**src/common/cpu_axi_read_pkg.sv**
```systemverilog
package cpu_axi_read_pkg;

	typedef logic [31:0] addr_t;
	typedef logic [63:0] data_t;
	typedef logic [7:0]  len_t;
	typedef logic [2:0]  size_t;
	typedef logic [1:0]  resp_t;

	// AXI4 read response codes
	localparam resp_t RESP_OKAY   = 2'b00;
	localparam resp_t RESP_SLVERR = 2'b10;
	localparam resp_t RESP_DECERR = 2'b11;

	// Size code for a full 64-bit beat
	localparam size_t SIZE_8B = 3'b011;

	typedef enum logic [1:0] {
		ARB_IDLE  = 2'd0,
		ARB_FETCH = 2'd1,
		ARB_LOAD  = 2'd2
	} arb_state_e;

	typedef enum logic [1:0] {
		FETCH_IDLE = 2'd0,
		FETCH_AR   = 2'd1,
		FETCH_DATA = 2'd2,
		FETCH_DONE = 2'd3
	} fetch_state_e;

	typedef enum logic [1:0] {
		LOAD_IDLE = 2'd0,
		LOAD_AR   = 2'd1,
		LOAD_DATA = 2'd2,
		LOAD_DONE = 2'd3
	} load_state_e;

endpackage
```
**src/logic/cpu_axi_read_top.sv**
```systemverilog
module cpu_axi_read_top #(
	parameter int LINE_BEATS = 4
) (
	input  logic                      clk,
	input  logic                      arst_n,
	input  logic                      fetch_req_valid,
	input  cpu_axi_read_pkg::addr_t   fetch_req_addr,
	output logic                      fetch_req_ready,
	output logic                      fetch_line_valid,
	output logic [LINE_BEATS*64-1:0]  fetch_line_data,
	output logic                      fetch_line_err,
	input  logic                      fetch_line_ready,
	input  logic                      load_req_valid,
	input  cpu_axi_read_pkg::addr_t   load_req_addr,
	input  cpu_axi_read_pkg::size_t   load_req_size,
	output logic                      load_req_ready,
	output logic                      load_resp_valid,
	output cpu_axi_read_pkg::data_t   load_resp_data,
	output logic                      load_resp_err,
	input  logic                      load_resp_ready,
	output logic                      ar_valid,
	output cpu_axi_read_pkg::addr_t   ar_addr,
	output cpu_axi_read_pkg::len_t    ar_len,
	output cpu_axi_read_pkg::size_t   ar_size,
	input  logic                      ar_ready,
	input  logic                      r_valid,
	input  cpu_axi_read_pkg::data_t   r_data,
	input  cpu_axi_read_pkg::resp_t   r_resp,
	input  logic                      r_last,
	output logic                      r_ready
);

	// Fetch side of the arbiter
	logic                    f_ar_valid;
	cpu_axi_read_pkg::addr_t f_ar_addr;
	cpu_axi_read_pkg::len_t  f_ar_len;
	cpu_axi_read_pkg::size_t f_ar_size;
	logic                    f_ar_ready;
	logic                    f_r_valid;
	cpu_axi_read_pkg::data_t f_r_data;
	cpu_axi_read_pkg::resp_t f_r_resp;
	logic                    f_r_last;
	logic                    f_r_ready;

	// Load side of the arbiter
	logic                    l_ar_valid;
	cpu_axi_read_pkg::addr_t l_ar_addr;
	cpu_axi_read_pkg::len_t  l_ar_len;
	cpu_axi_read_pkg::size_t l_ar_size;
	logic                    l_ar_ready;
	logic                    l_r_valid;
	cpu_axi_read_pkg::data_t l_r_data;
	cpu_axi_read_pkg::resp_t l_r_resp;
	logic                    l_r_last;
	logic                    l_r_ready;

	fetch_line_reader #(
		.LINE_BEATS(LINE_BEATS)
	) u_fetch (
		.clk              (clk),
		.arst_n           (arst_n),
		.fetch_req_valid  (fetch_req_valid),
		.fetch_req_addr   (fetch_req_addr),
		.fetch_req_ready  (fetch_req_ready),
		.fetch_line_valid (fetch_line_valid),
		.fetch_line_data  (fetch_line_data),
		.fetch_line_err   (fetch_line_err),
		.fetch_line_ready (fetch_line_ready),
		.ar_valid         (f_ar_valid),
		.ar_addr          (f_ar_addr),
		.ar_len           (f_ar_len),
		.ar_size          (f_ar_size),
		.ar_ready         (f_ar_ready),
		.r_valid          (f_r_valid),
		.r_data           (f_r_data),
		.r_resp           (f_r_resp),
		.r_last           (f_r_last),
		.r_ready          (f_r_ready)
	);

	load_reader u_load (
		.clk             (clk),
		.arst_n          (arst_n),
		.load_req_valid  (load_req_valid),
		.load_req_addr   (load_req_addr),
		.load_req_size   (load_req_size),
		.load_req_ready  (load_req_ready),
		.load_resp_valid (load_resp_valid),
		.load_resp_data  (load_resp_data),
		.load_resp_err   (load_resp_err),
		.load_resp_ready (load_resp_ready),
		.ar_valid        (l_ar_valid),
		.ar_addr         (l_ar_addr),
		.ar_len          (l_ar_len),
		.ar_size         (l_ar_size),
		.ar_ready        (l_ar_ready),
		.r_valid         (l_r_valid),
		.r_data          (l_r_data),
		.r_resp          (l_r_resp),
		.r_last          (l_r_last),
		.r_ready         (l_r_ready)
	);

	axi_read_arbiter u_arbiter (
		.clk            (clk),
		.arst_n         (arst_n),
		.fetch_ar_valid (f_ar_valid),
		.fetch_ar_addr  (f_ar_addr),
		.fetch_ar_len   (f_ar_len),
		.fetch_ar_size  (f_ar_size),
		.fetch_r_ready  (f_r_ready),
		.load_ar_valid  (l_ar_valid),
		.load_ar_addr   (l_ar_addr),
		.load_ar_len    (l_ar_len),
		.load_ar_size   (l_ar_size),
		.load_r_ready   (l_r_ready),
		.ar_ready       (ar_ready),
		.r_valid        (r_valid),
		.r_data         (r_data),
		.r_resp         (r_resp),
		.r_last         (r_last),
		.fetch_ar_ready (f_ar_ready),
		.fetch_r_valid  (f_r_valid),
		.fetch_r_data   (f_r_data),
		.fetch_r_resp   (f_r_resp),
		.fetch_r_last   (f_r_last),
		.load_ar_ready  (l_ar_ready),
		.load_r_valid   (l_r_valid),
		.load_r_data    (l_r_data),
		.load_r_resp    (l_r_resp),
		.load_r_last    (l_r_last),
		.ar_valid       (ar_valid),
		.ar_addr        (ar_addr),
		.ar_len         (ar_len),
		.ar_size        (ar_size),
		.r_ready        (r_ready)
	);

endmodule

```
**src/logic/axi_read_arbiter.sv**
```systemverilog
module axi_read_arbiter (
	input  logic                      clk,
	input  logic                      arst_n,
	input  logic                      fetch_ar_valid,
	input  cpu_axi_read_pkg::addr_t   fetch_ar_addr,
	input  cpu_axi_read_pkg::len_t    fetch_ar_len,
	input  cpu_axi_read_pkg::size_t   fetch_ar_size,
	input  logic                      fetch_r_ready,
	input  logic                      load_ar_valid,
	input  cpu_axi_read_pkg::addr_t   load_ar_addr,
	input  cpu_axi_read_pkg::len_t    load_ar_len,
	input  cpu_axi_read_pkg::size_t   load_ar_size,
	input  logic                      load_r_ready,
	input  logic                      ar_ready,
	input  logic                      r_valid,
	input  cpu_axi_read_pkg::data_t   r_data,
	input  cpu_axi_read_pkg::resp_t   r_resp,
	input  logic                      r_last,
	output logic                      fetch_ar_ready,
	output logic                      fetch_r_valid,
	output cpu_axi_read_pkg::data_t   fetch_r_data,
	output cpu_axi_read_pkg::resp_t   fetch_r_resp,
	output logic                      fetch_r_last,
	output logic                      load_ar_ready,
	output logic                      load_r_valid,
	output cpu_axi_read_pkg::data_t   load_r_data,
	output cpu_axi_read_pkg::resp_t   load_r_resp,
	output logic                      load_r_last,
	output logic                      ar_valid,
	output cpu_axi_read_pkg::addr_t   ar_addr,
	output cpu_axi_read_pkg::len_t    ar_len,
	output cpu_axi_read_pkg::size_t   ar_size,
	output logic                      r_ready
);

	cpu_axi_read_pkg::arb_state_e owner;
	logic                         last_beat_done;

	assign last_beat_done = r_valid && r_ready && r_last;

	// The grant stays with one reader until its last beat is taken
	always_ff @(posedge clk or negedge arst_n) begin
		if (!arst_n) begin
			owner <= cpu_axi_read_pkg::ARB_IDLE;
		end else begin
			case (owner)
				cpu_axi_read_pkg::ARB_IDLE: begin
					// Loads win a tie since they stall the pipeline longer
					if (load_ar_valid) begin
						owner <= cpu_axi_read_pkg::ARB_LOAD;
					end else if (fetch_ar_valid) begin
						owner <= cpu_axi_read_pkg::ARB_FETCH;
					end
				end
				cpu_axi_read_pkg::ARB_FETCH,
				cpu_axi_read_pkg::ARB_LOAD: begin
					if (last_beat_done) begin
						owner <= cpu_axi_read_pkg::ARB_IDLE;
					end
				end
				default: owner <= cpu_axi_read_pkg::ARB_IDLE;
			endcase
		end
	end

	always_comb begin
		ar_valid       = 1'b0;
		ar_addr        = '0;
		ar_len         = '0;
		ar_size        = '0;
		r_ready        = 1'b0;
		fetch_ar_ready = 1'b0;
		load_ar_ready  = 1'b0;
		fetch_r_valid  = 1'b0;
		fetch_r_data   = '0;
		fetch_r_resp   = cpu_axi_read_pkg::RESP_OKAY;
		fetch_r_last   = 1'b0;
		load_r_valid   = 1'b0;
		load_r_data    = '0;
		load_r_resp    = cpu_axi_read_pkg::RESP_OKAY;
		load_r_last    = 1'b0;
		case (owner)
			cpu_axi_read_pkg::ARB_FETCH: begin
				ar_valid       = fetch_ar_valid;
				ar_addr        = fetch_ar_addr;
				ar_len         = fetch_ar_len;
				ar_size        = fetch_ar_size;
				r_ready        = fetch_r_ready;
				fetch_ar_ready = ar_ready;
				fetch_r_valid  = r_valid;
				fetch_r_data   = r_data;
				fetch_r_resp   = r_resp;
				fetch_r_last   = r_last;
			end
			cpu_axi_read_pkg::ARB_LOAD: begin
				ar_valid      = load_ar_valid;
				ar_addr       = load_ar_addr;
				ar_len        = load_ar_len;
				ar_size       = load_ar_size;
				r_ready       = load_r_ready;
				load_ar_ready = ar_ready;
				load_r_valid  = r_valid;
				load_r_data   = r_data;
				load_r_resp   = r_resp;
				load_r_last   = r_last;
			end
			default: ;
		endcase
	end

endmodule

```
**src/lsu/load_reader.sv**
```systemverilog
module load_reader (
	input  logic                      clk,
	input  logic                      arst_n,
	input  logic                      load_req_valid,
	input  cpu_axi_read_pkg::addr_t   load_req_addr,
	input  cpu_axi_read_pkg::size_t   load_req_size,
	output logic                      load_req_ready,
	output logic                      load_resp_valid,
	output cpu_axi_read_pkg::data_t   load_resp_data,
	output logic                      load_resp_err,
	input  logic                      load_resp_ready,
	output logic                      ar_valid,
	output cpu_axi_read_pkg::addr_t   ar_addr,
	output cpu_axi_read_pkg::len_t    ar_len,
	output cpu_axi_read_pkg::size_t   ar_size,
	input  logic                      ar_ready,
	input  logic                      r_valid,
	input  cpu_axi_read_pkg::data_t   r_data,
	input  cpu_axi_read_pkg::resp_t   r_resp,
	input  logic                      r_last,
	output logic                      r_ready
);

	cpu_axi_read_pkg::load_state_e state;
	cpu_axi_read_pkg::addr_t       req_addr;
	cpu_axi_read_pkg::size_t       req_size;
	cpu_axi_read_pkg::data_t       shifted;
	cpu_axi_read_pkg::data_t       extracted;
	logic                          err_flag;
	logic                          beat_fire;

	assign load_req_ready  = (state == cpu_axi_read_pkg::LOAD_IDLE);
	assign load_resp_valid = (state == cpu_axi_read_pkg::LOAD_DONE);
	assign load_resp_err   = err_flag;
	assign ar_valid        = (state == cpu_axi_read_pkg::LOAD_AR);
	assign ar_addr         = {req_addr[31:3], 3'b000};
	assign ar_len          = '0;
	assign ar_size         = req_size;
	assign r_ready         = (state == cpu_axi_read_pkg::LOAD_DATA);
	assign beat_fire       = r_valid && r_ready;

	// Move the addressed bytes down to bit 0, then clear everything above the size
	assign shifted = r_data >> {req_addr[2:0], 3'b000};

	always_comb begin
		case (req_size)
			3'd0:    extracted = {56'b0, shifted[7:0]};
			3'd1:    extracted = {48'b0, shifted[15:0]};
			3'd2:    extracted = {32'b0, shifted[31:0]};
			default: extracted = shifted;
		endcase
	end

	always_ff @(posedge clk or negedge arst_n) begin
		if (!arst_n) begin
			state    <= cpu_axi_read_pkg::LOAD_IDLE;
			err_flag <= 1'b0;
		end else begin
			case (state)
				cpu_axi_read_pkg::LOAD_IDLE: begin
					if (load_req_valid) begin
						state    <= cpu_axi_read_pkg::LOAD_AR;
						err_flag <= 1'b0;
					end
				end
				cpu_axi_read_pkg::LOAD_AR: begin
					if (ar_ready) begin
						state <= cpu_axi_read_pkg::LOAD_DATA;
					end
				end
				cpu_axi_read_pkg::LOAD_DATA: begin
					if (beat_fire) begin
						err_flag <= (r_resp != cpu_axi_read_pkg::RESP_OKAY);
						if (r_last) begin
							state <= cpu_axi_read_pkg::LOAD_DONE;
						end
					end
				end
				cpu_axi_read_pkg::LOAD_DONE: begin
					if (load_resp_ready) begin
						state <= cpu_axi_read_pkg::LOAD_IDLE;
					end
				end
				default: state <= cpu_axi_read_pkg::LOAD_IDLE;
			endcase
		end
	end

	always_ff @(posedge clk) begin
		if (load_req_ready && load_req_valid) begin
			req_addr <= load_req_addr;
			req_size <= load_req_size;
		end
		if (beat_fire) begin
			load_resp_data <= extracted;
		end
	end

endmodule

```
**src/fetch/fetch_line_reader.sv**
```systemverilog
module fetch_line_reader #(
	parameter int LINE_BEATS = 4
) (
	input  logic                      clk,
	input  logic                      arst_n,
	input  logic                      fetch_req_valid,
	input  cpu_axi_read_pkg::addr_t   fetch_req_addr,
	output logic                      fetch_req_ready,
	output logic                      fetch_line_valid,
	output logic [LINE_BEATS*64-1:0]  fetch_line_data,
	output logic                      fetch_line_err,
	input  logic                      fetch_line_ready,
	output logic                      ar_valid,
	output cpu_axi_read_pkg::addr_t   ar_addr,
	output cpu_axi_read_pkg::len_t    ar_len,
	output cpu_axi_read_pkg::size_t   ar_size,
	input  logic                      ar_ready,
	input  logic                      r_valid,
	input  cpu_axi_read_pkg::data_t   r_data,
	input  cpu_axi_read_pkg::resp_t   r_resp,
	input  logic                      r_last,
	output logic                      r_ready
);

	localparam int BEAT_IDX_W = (LINE_BEATS > 1) ? $clog2(LINE_BEATS) : 1;
	localparam int LINE_OFS_W = $clog2(LINE_BEATS * 8);

	cpu_axi_read_pkg::fetch_state_e state;
	cpu_axi_read_pkg::addr_t        line_addr;
	cpu_axi_read_pkg::data_t        line_buf [LINE_BEATS];
	logic [BEAT_IDX_W-1:0]          beat_idx;
	logic                           err_flag;
	logic                           beat_fire;

	assign fetch_req_ready  = (state == cpu_axi_read_pkg::FETCH_IDLE);
	assign fetch_line_valid = (state == cpu_axi_read_pkg::FETCH_DONE);
	assign fetch_line_err   = err_flag;
	assign ar_valid         = (state == cpu_axi_read_pkg::FETCH_AR);
	assign ar_addr          = line_addr;
	assign ar_len           = cpu_axi_read_pkg::len_t'(LINE_BEATS - 1);
	assign ar_size          = cpu_axi_read_pkg::SIZE_8B;
	assign r_ready          = (state == cpu_axi_read_pkg::FETCH_DATA);
	assign beat_fire        = r_valid && r_ready;

	always_ff @(posedge clk or negedge arst_n) begin
		if (!arst_n) begin
			state    <= cpu_axi_read_pkg::FETCH_IDLE;
			beat_idx <= '0;
			err_flag <= 1'b0;
		end else begin
			case (state)
				cpu_axi_read_pkg::FETCH_IDLE: begin
					if (fetch_req_valid) begin
						state    <= cpu_axi_read_pkg::FETCH_AR;
						beat_idx <= '0;
						err_flag <= 1'b0;
					end
				end
				cpu_axi_read_pkg::FETCH_AR: begin
					if (ar_ready) begin
						state <= cpu_axi_read_pkg::FETCH_DATA;
					end
				end
				cpu_axi_read_pkg::FETCH_DATA: begin
					if (beat_fire) begin
						beat_idx <= beat_idx + 1'b1;
						// Any bad beat marks the whole line
						if (r_resp != cpu_axi_read_pkg::RESP_OKAY) begin
							err_flag <= 1'b1;
						end
						if (r_last) begin
							state <= cpu_axi_read_pkg::FETCH_DONE;
						end
					end
				end
				cpu_axi_read_pkg::FETCH_DONE: begin
					if (fetch_line_ready) begin
						state <= cpu_axi_read_pkg::FETCH_IDLE;
					end
				end
				default: state <= cpu_axi_read_pkg::FETCH_IDLE;
			endcase
		end
	end

	always_ff @(posedge clk) begin
		if (fetch_req_ready && fetch_req_valid) begin
			line_addr <= {fetch_req_addr[31:LINE_OFS_W], {LINE_OFS_W{1'b0}}};
		end
		if (beat_fire) begin
			line_buf[beat_idx] <= r_data;
		end
	end

	// Beat 0 lands in the low bits of the line
	for (genvar i = 0; i < LINE_BEATS; i++) begin : g_line
		assign fetch_line_data[i*64 +: 64] = line_buf[i];
	end

endmodule

```
**config.mk**
```make
export PLATFORM = sky130hd
export DESIGN_NAME = cpu_axi_read_top
export DESIGN_NICKNAME = d
export VERILOG_FILES = /design/src/common/cpu_axi_read_pkg.sv /design/src/logic/cpu_axi_read_top.sv /design/src/logic/axi_read_arbiter.sv /design/src/lsu/load_reader.sv /design/src/fetch/fetch_line_reader.sv
export SDC_FILE = /design/constraint.sdc
export NUM_CORES = 1
export LEC_CHECK = 0
export ABC_AREA = 1
export ABC_CLOCK_PERIOD_IN_PS = 4900
export BUFFER_PORTS_ARGS = -buffer_cell sky130_fd_sc_hd__buf_2
export CAP_MARGIN = 20
export CELL_PAD_IN_SITES_DETAIL_PLACEMENT = 0
export CELL_PAD_IN_SITES_GLOBAL_PLACEMENT = 1
export CORE_AREA = 2 2 209 211
export DETAILED_ROUTE_END_ITERATION = 10
export DIE_AREA = 0 0 211 213
export PLACE_DENSITY_LB_ADDON = 0.1
export SYNTH_ARGS = -nofsm -noshare
export SYNTH_HDL_FRONTEND = slang
export SYNTH_HIERARCHICAL = 1
export SYNTH_SLANG_ARGS = --single-unit
```
**constraint.sdc**
```tcl
create_clock -name clk -period 4.9 [get_ports clk]
set_input_delay 0 -clock clk [delete_from_list [all_inputs] [get_ports clk]]
set_output_delay 0 -clock clk [all_outputs]
set_load 0.01 [all_outputs]
```
==> results.md <==
* Post-Syn Instances at around 1500
* Placed inst area at approximately 19000 sq um
* Grt total ovfl at 0
* Routed Antenna Nets at 0
* Gp weighted congestion at ~0.78
* Period minus WS final at between 4000 and 5000 ps
* Worst-case clock buffer depth at 3
* Largest family of logic cells by synthesized area: simple AND/OR/NAND/NOR gates
* Post-synth top area share at 68.0%
* Final Hold Fails at 0
* Total Power at between 8000 and 9000 uW
* CTS tree: built
* Synth cell count leaders: nand2_1 (476), edfxtp_1 (382), inv_1 (212)
* Synth cell types at 28
* Synth Area in Compound Gates at under 10%
* Setup TNS at 0 ps
* Worst vdd ir at between 0.3 and 0.4 mV
* First-pass GRT wire length at between 70000 and 80000 um
* Hold_buf cts at 145
* Critical Path Slowest Stage Cell: buf_4
* H-tree depth at 2
* Synth area leaders: edfxtp_1 (68%), nand2_1 (11%), inv_1 (4.7%)
* Routed wire length at 51000 um
* Yosys warnings at 6
* Final setup fails at 0
* Largest net degree at the start of global routing at 74
* Post-synth top area cell: edfxtp_1
* Post-layout nets at about 2300
* Total GRT Usage at between 20% and 30%
* Post-CTS setup buffer count at 0
* Number of synthesized flops with an enable pin at about 380
* Synth Area in Adders at roughly 1.3%
* # IOs at roughly 510
* CTS root buffer: clkbuf_16
* Met2 Resource Use GR at a little under two fifths
* RSZ-0062 raised after global routing: false
* Crit Path Class: flop to flop
* Initial Utilization at about two fifths
* Worst Path Arrival at around 4700 ps
* Initial drt markers at 792
* Vias at ~12000
* P per Cell Area at between 300 and 400 nW/um^2
* R2R setup slack at 680 ps
* Critical Path, Cell by Cell: inv_1, ha_4, buf_4, nand2_1, inv_1, inv_1, nand2_1, nand3_1, dlygate4sd3_1, o21bai_1, dlygate4sd3_1, nand2_1, dlygate4sd3_1
* Clock-pin slew on the worst setup and hold paths at roughly 60 ps
* Syn Area/Cell at ~11 sq um
* Fmax at roughly 240 MHz
* Global route hottest layer: met2
* Post-synthesis mux area share at 0%
* Yosys reg bits at 392
* Top-count cell post-synth: nand2_1
* Via/cell ratio at around 4.6
* Slew Limit Fails at 0
* Outcome: finished, final reports clean
* Post-synthesis simple-gate area fraction at between 15 and 20%
* Most used DFF post-synth: edfxtp_1
* Layout area overhead at 32.3%
* WHS at 59.0 ps
* Met3 usage at under 10%
* Mapped Area at between 15000 and 20000 sq um
* Die ar. at 44900 sq um
* CP required at 5330 ps
* Final Instance Area at between 20000 and 25000 sq um
* Max_cap viols at 0
* Drt drc at 0
* Worst Setup End Kind: flop
* CTS Sinks at between 300 and 400
* Vias in the first global route at roughly 12000
* Core ar. at 42700 sq um
* Fin crit share at 86.1%
* Row count at between 70 and 80
* Die width at 211 um
* Share of cells above drive strength 1 at between 20% and 30%
* M1 GR Usage at between 20 and 30%
* Cts bufs inserted at 42
* PortBufs at 498
* Seq/Total Area, Yosys at around 70%
* Worst-Skew Late Latency at ~560 ps
* Crit-path max FO at 66
* Resize count post-CTS at 0
* Fill cells at about 3900
* XOR/XNOR Fraction of Synth Area at 0%
* Die height at around 210 um
* Worst min path class: input pin to flop
* Async S/R FF share, synth at under 10%
* Skew final at around 16 ps
* Worst slew pin tran at between 900 and 1000 ps
* Final core utilization at between 50% and 60%
* Detailed Routing Iterations Pass 1 at 6
* Routed len/inst at ~19 um
* Slew Limit Headroom at between 30% and 40%
* Startpoint types: flop
* Hpwl dp at roughly 36000 um
* Static leakage at 0.0100 uW
* Initial antenna violation count at 2
* Crit-path max cell delay at a little over 700 ps
## cell families (layout without fill, tap and decap cells)
logic type,after synthesis,count (layout)
buffers and inverters,344,954
AOI/OAI and AO/OA,108,108
adders and majority gates,18,18
and+or+nand+nor,644,644
other,3,29
DFF,392,392
## worst paths after layout
path / start / endpoint / depth (start not counted)
min in group asynchronous: arst_n / u_load/state[0] / 3
max in group asynchronous: arst_n / u_fetch/beat_idx[1] / 3
hold / removal: ar_ready / u_load/state[1] / 6
setup / recovery: u_arbiter/owner[1] / u_fetch/state[0] / 13
setup reg to reg: u_arbiter/owner[1] / u_fetch/state[0] / 13
hold reg to reg: u_fetch/fetch_line_err / u_fetch/fetch_line_err / 2
## critical path, delay by kind of cell, from the launching register on
kind                       cells  cell delay (ps)
buffers and inverters          7             2660
DFF                            1              410
adders and majority gates      1              560
and+or+nand+nor                4              300
AOI/OAI and AO/OA              1              120
## registers in the layout, summed over array words and instances, names as in the netlist
register and flops:
u_load/state 2, u_arbiter/owner 2, u_fetch/fetch_line_err 1, u_fetch/beat_idx 2
u_load/ar_size 3, u_fetch/ar_addr 27, u_load/load_resp_data 64, u_fetch/state 2
u_load/req_addr 32, u_load/load_resp_err 1, u_fetch/line_buf 256
## cell usage in the layout, fill, tap and decap left out, types with 6 or more instances in the layout
| cell | count |
|---|---|
| buf_2 | 498 |
| nand2_1 | 476 |
| edfxtp_1 | 382 |
| inv_1 | 211 |
| dlygate4sd3_1 | 145 |
| nand3_1 | 100 |
| a21oi_1 | 62 |
| nor2_1 | 49 |
| clkbuf_16 | 45 |
| conb_1 | 27 |
| o21ai_0 | 21 |
| ha_1 | 16 |
| o211ai_1 | 16 |
| buf_4 | 11 |
| dfrtp_1 | 10 |
| clkbuf_1 | 8 |
| clkinv_2 | 8 |
| clkinv_1 | 7 |
| inv_2 | 7 |
| nor3_1 | 6 |
## metrics by stage
stage | setup slack, ps | std cells
floorplan | 561 | 1533
global placement | 1740 | 2464
detailed placement | 1740 | 2465
CTS | 649 | 2687
global route | 395 | 2691
finish | 681 | 2691
## per-layer routing
layer / share of wire [%] / up-vias
li1: - / 6052
met1: 41 / 5850
met2: 50 / 420
met3: 6.8 / 64
met4: 2.4 / 0
met5: 0 / -
## cell type report
type                    instances  area, sq um  area share, %
diodes                          2         5.00         0.0224
clock buffers                  53         1160           5.18
clock inverters                24          226           1.02
inverters                     218          818           3.67
multi-input cells             797         3570           16.0
flip-flops and latches        392        11700           52.5
well taps                     546          683           3.06
repair buffers                659         4130           18.5
## power breakdown
part	internal (uW)	switching, uW
clock network	1890	1290
logic	406	793
registers	3950	40.5
(Power assumes the default switching activity.)
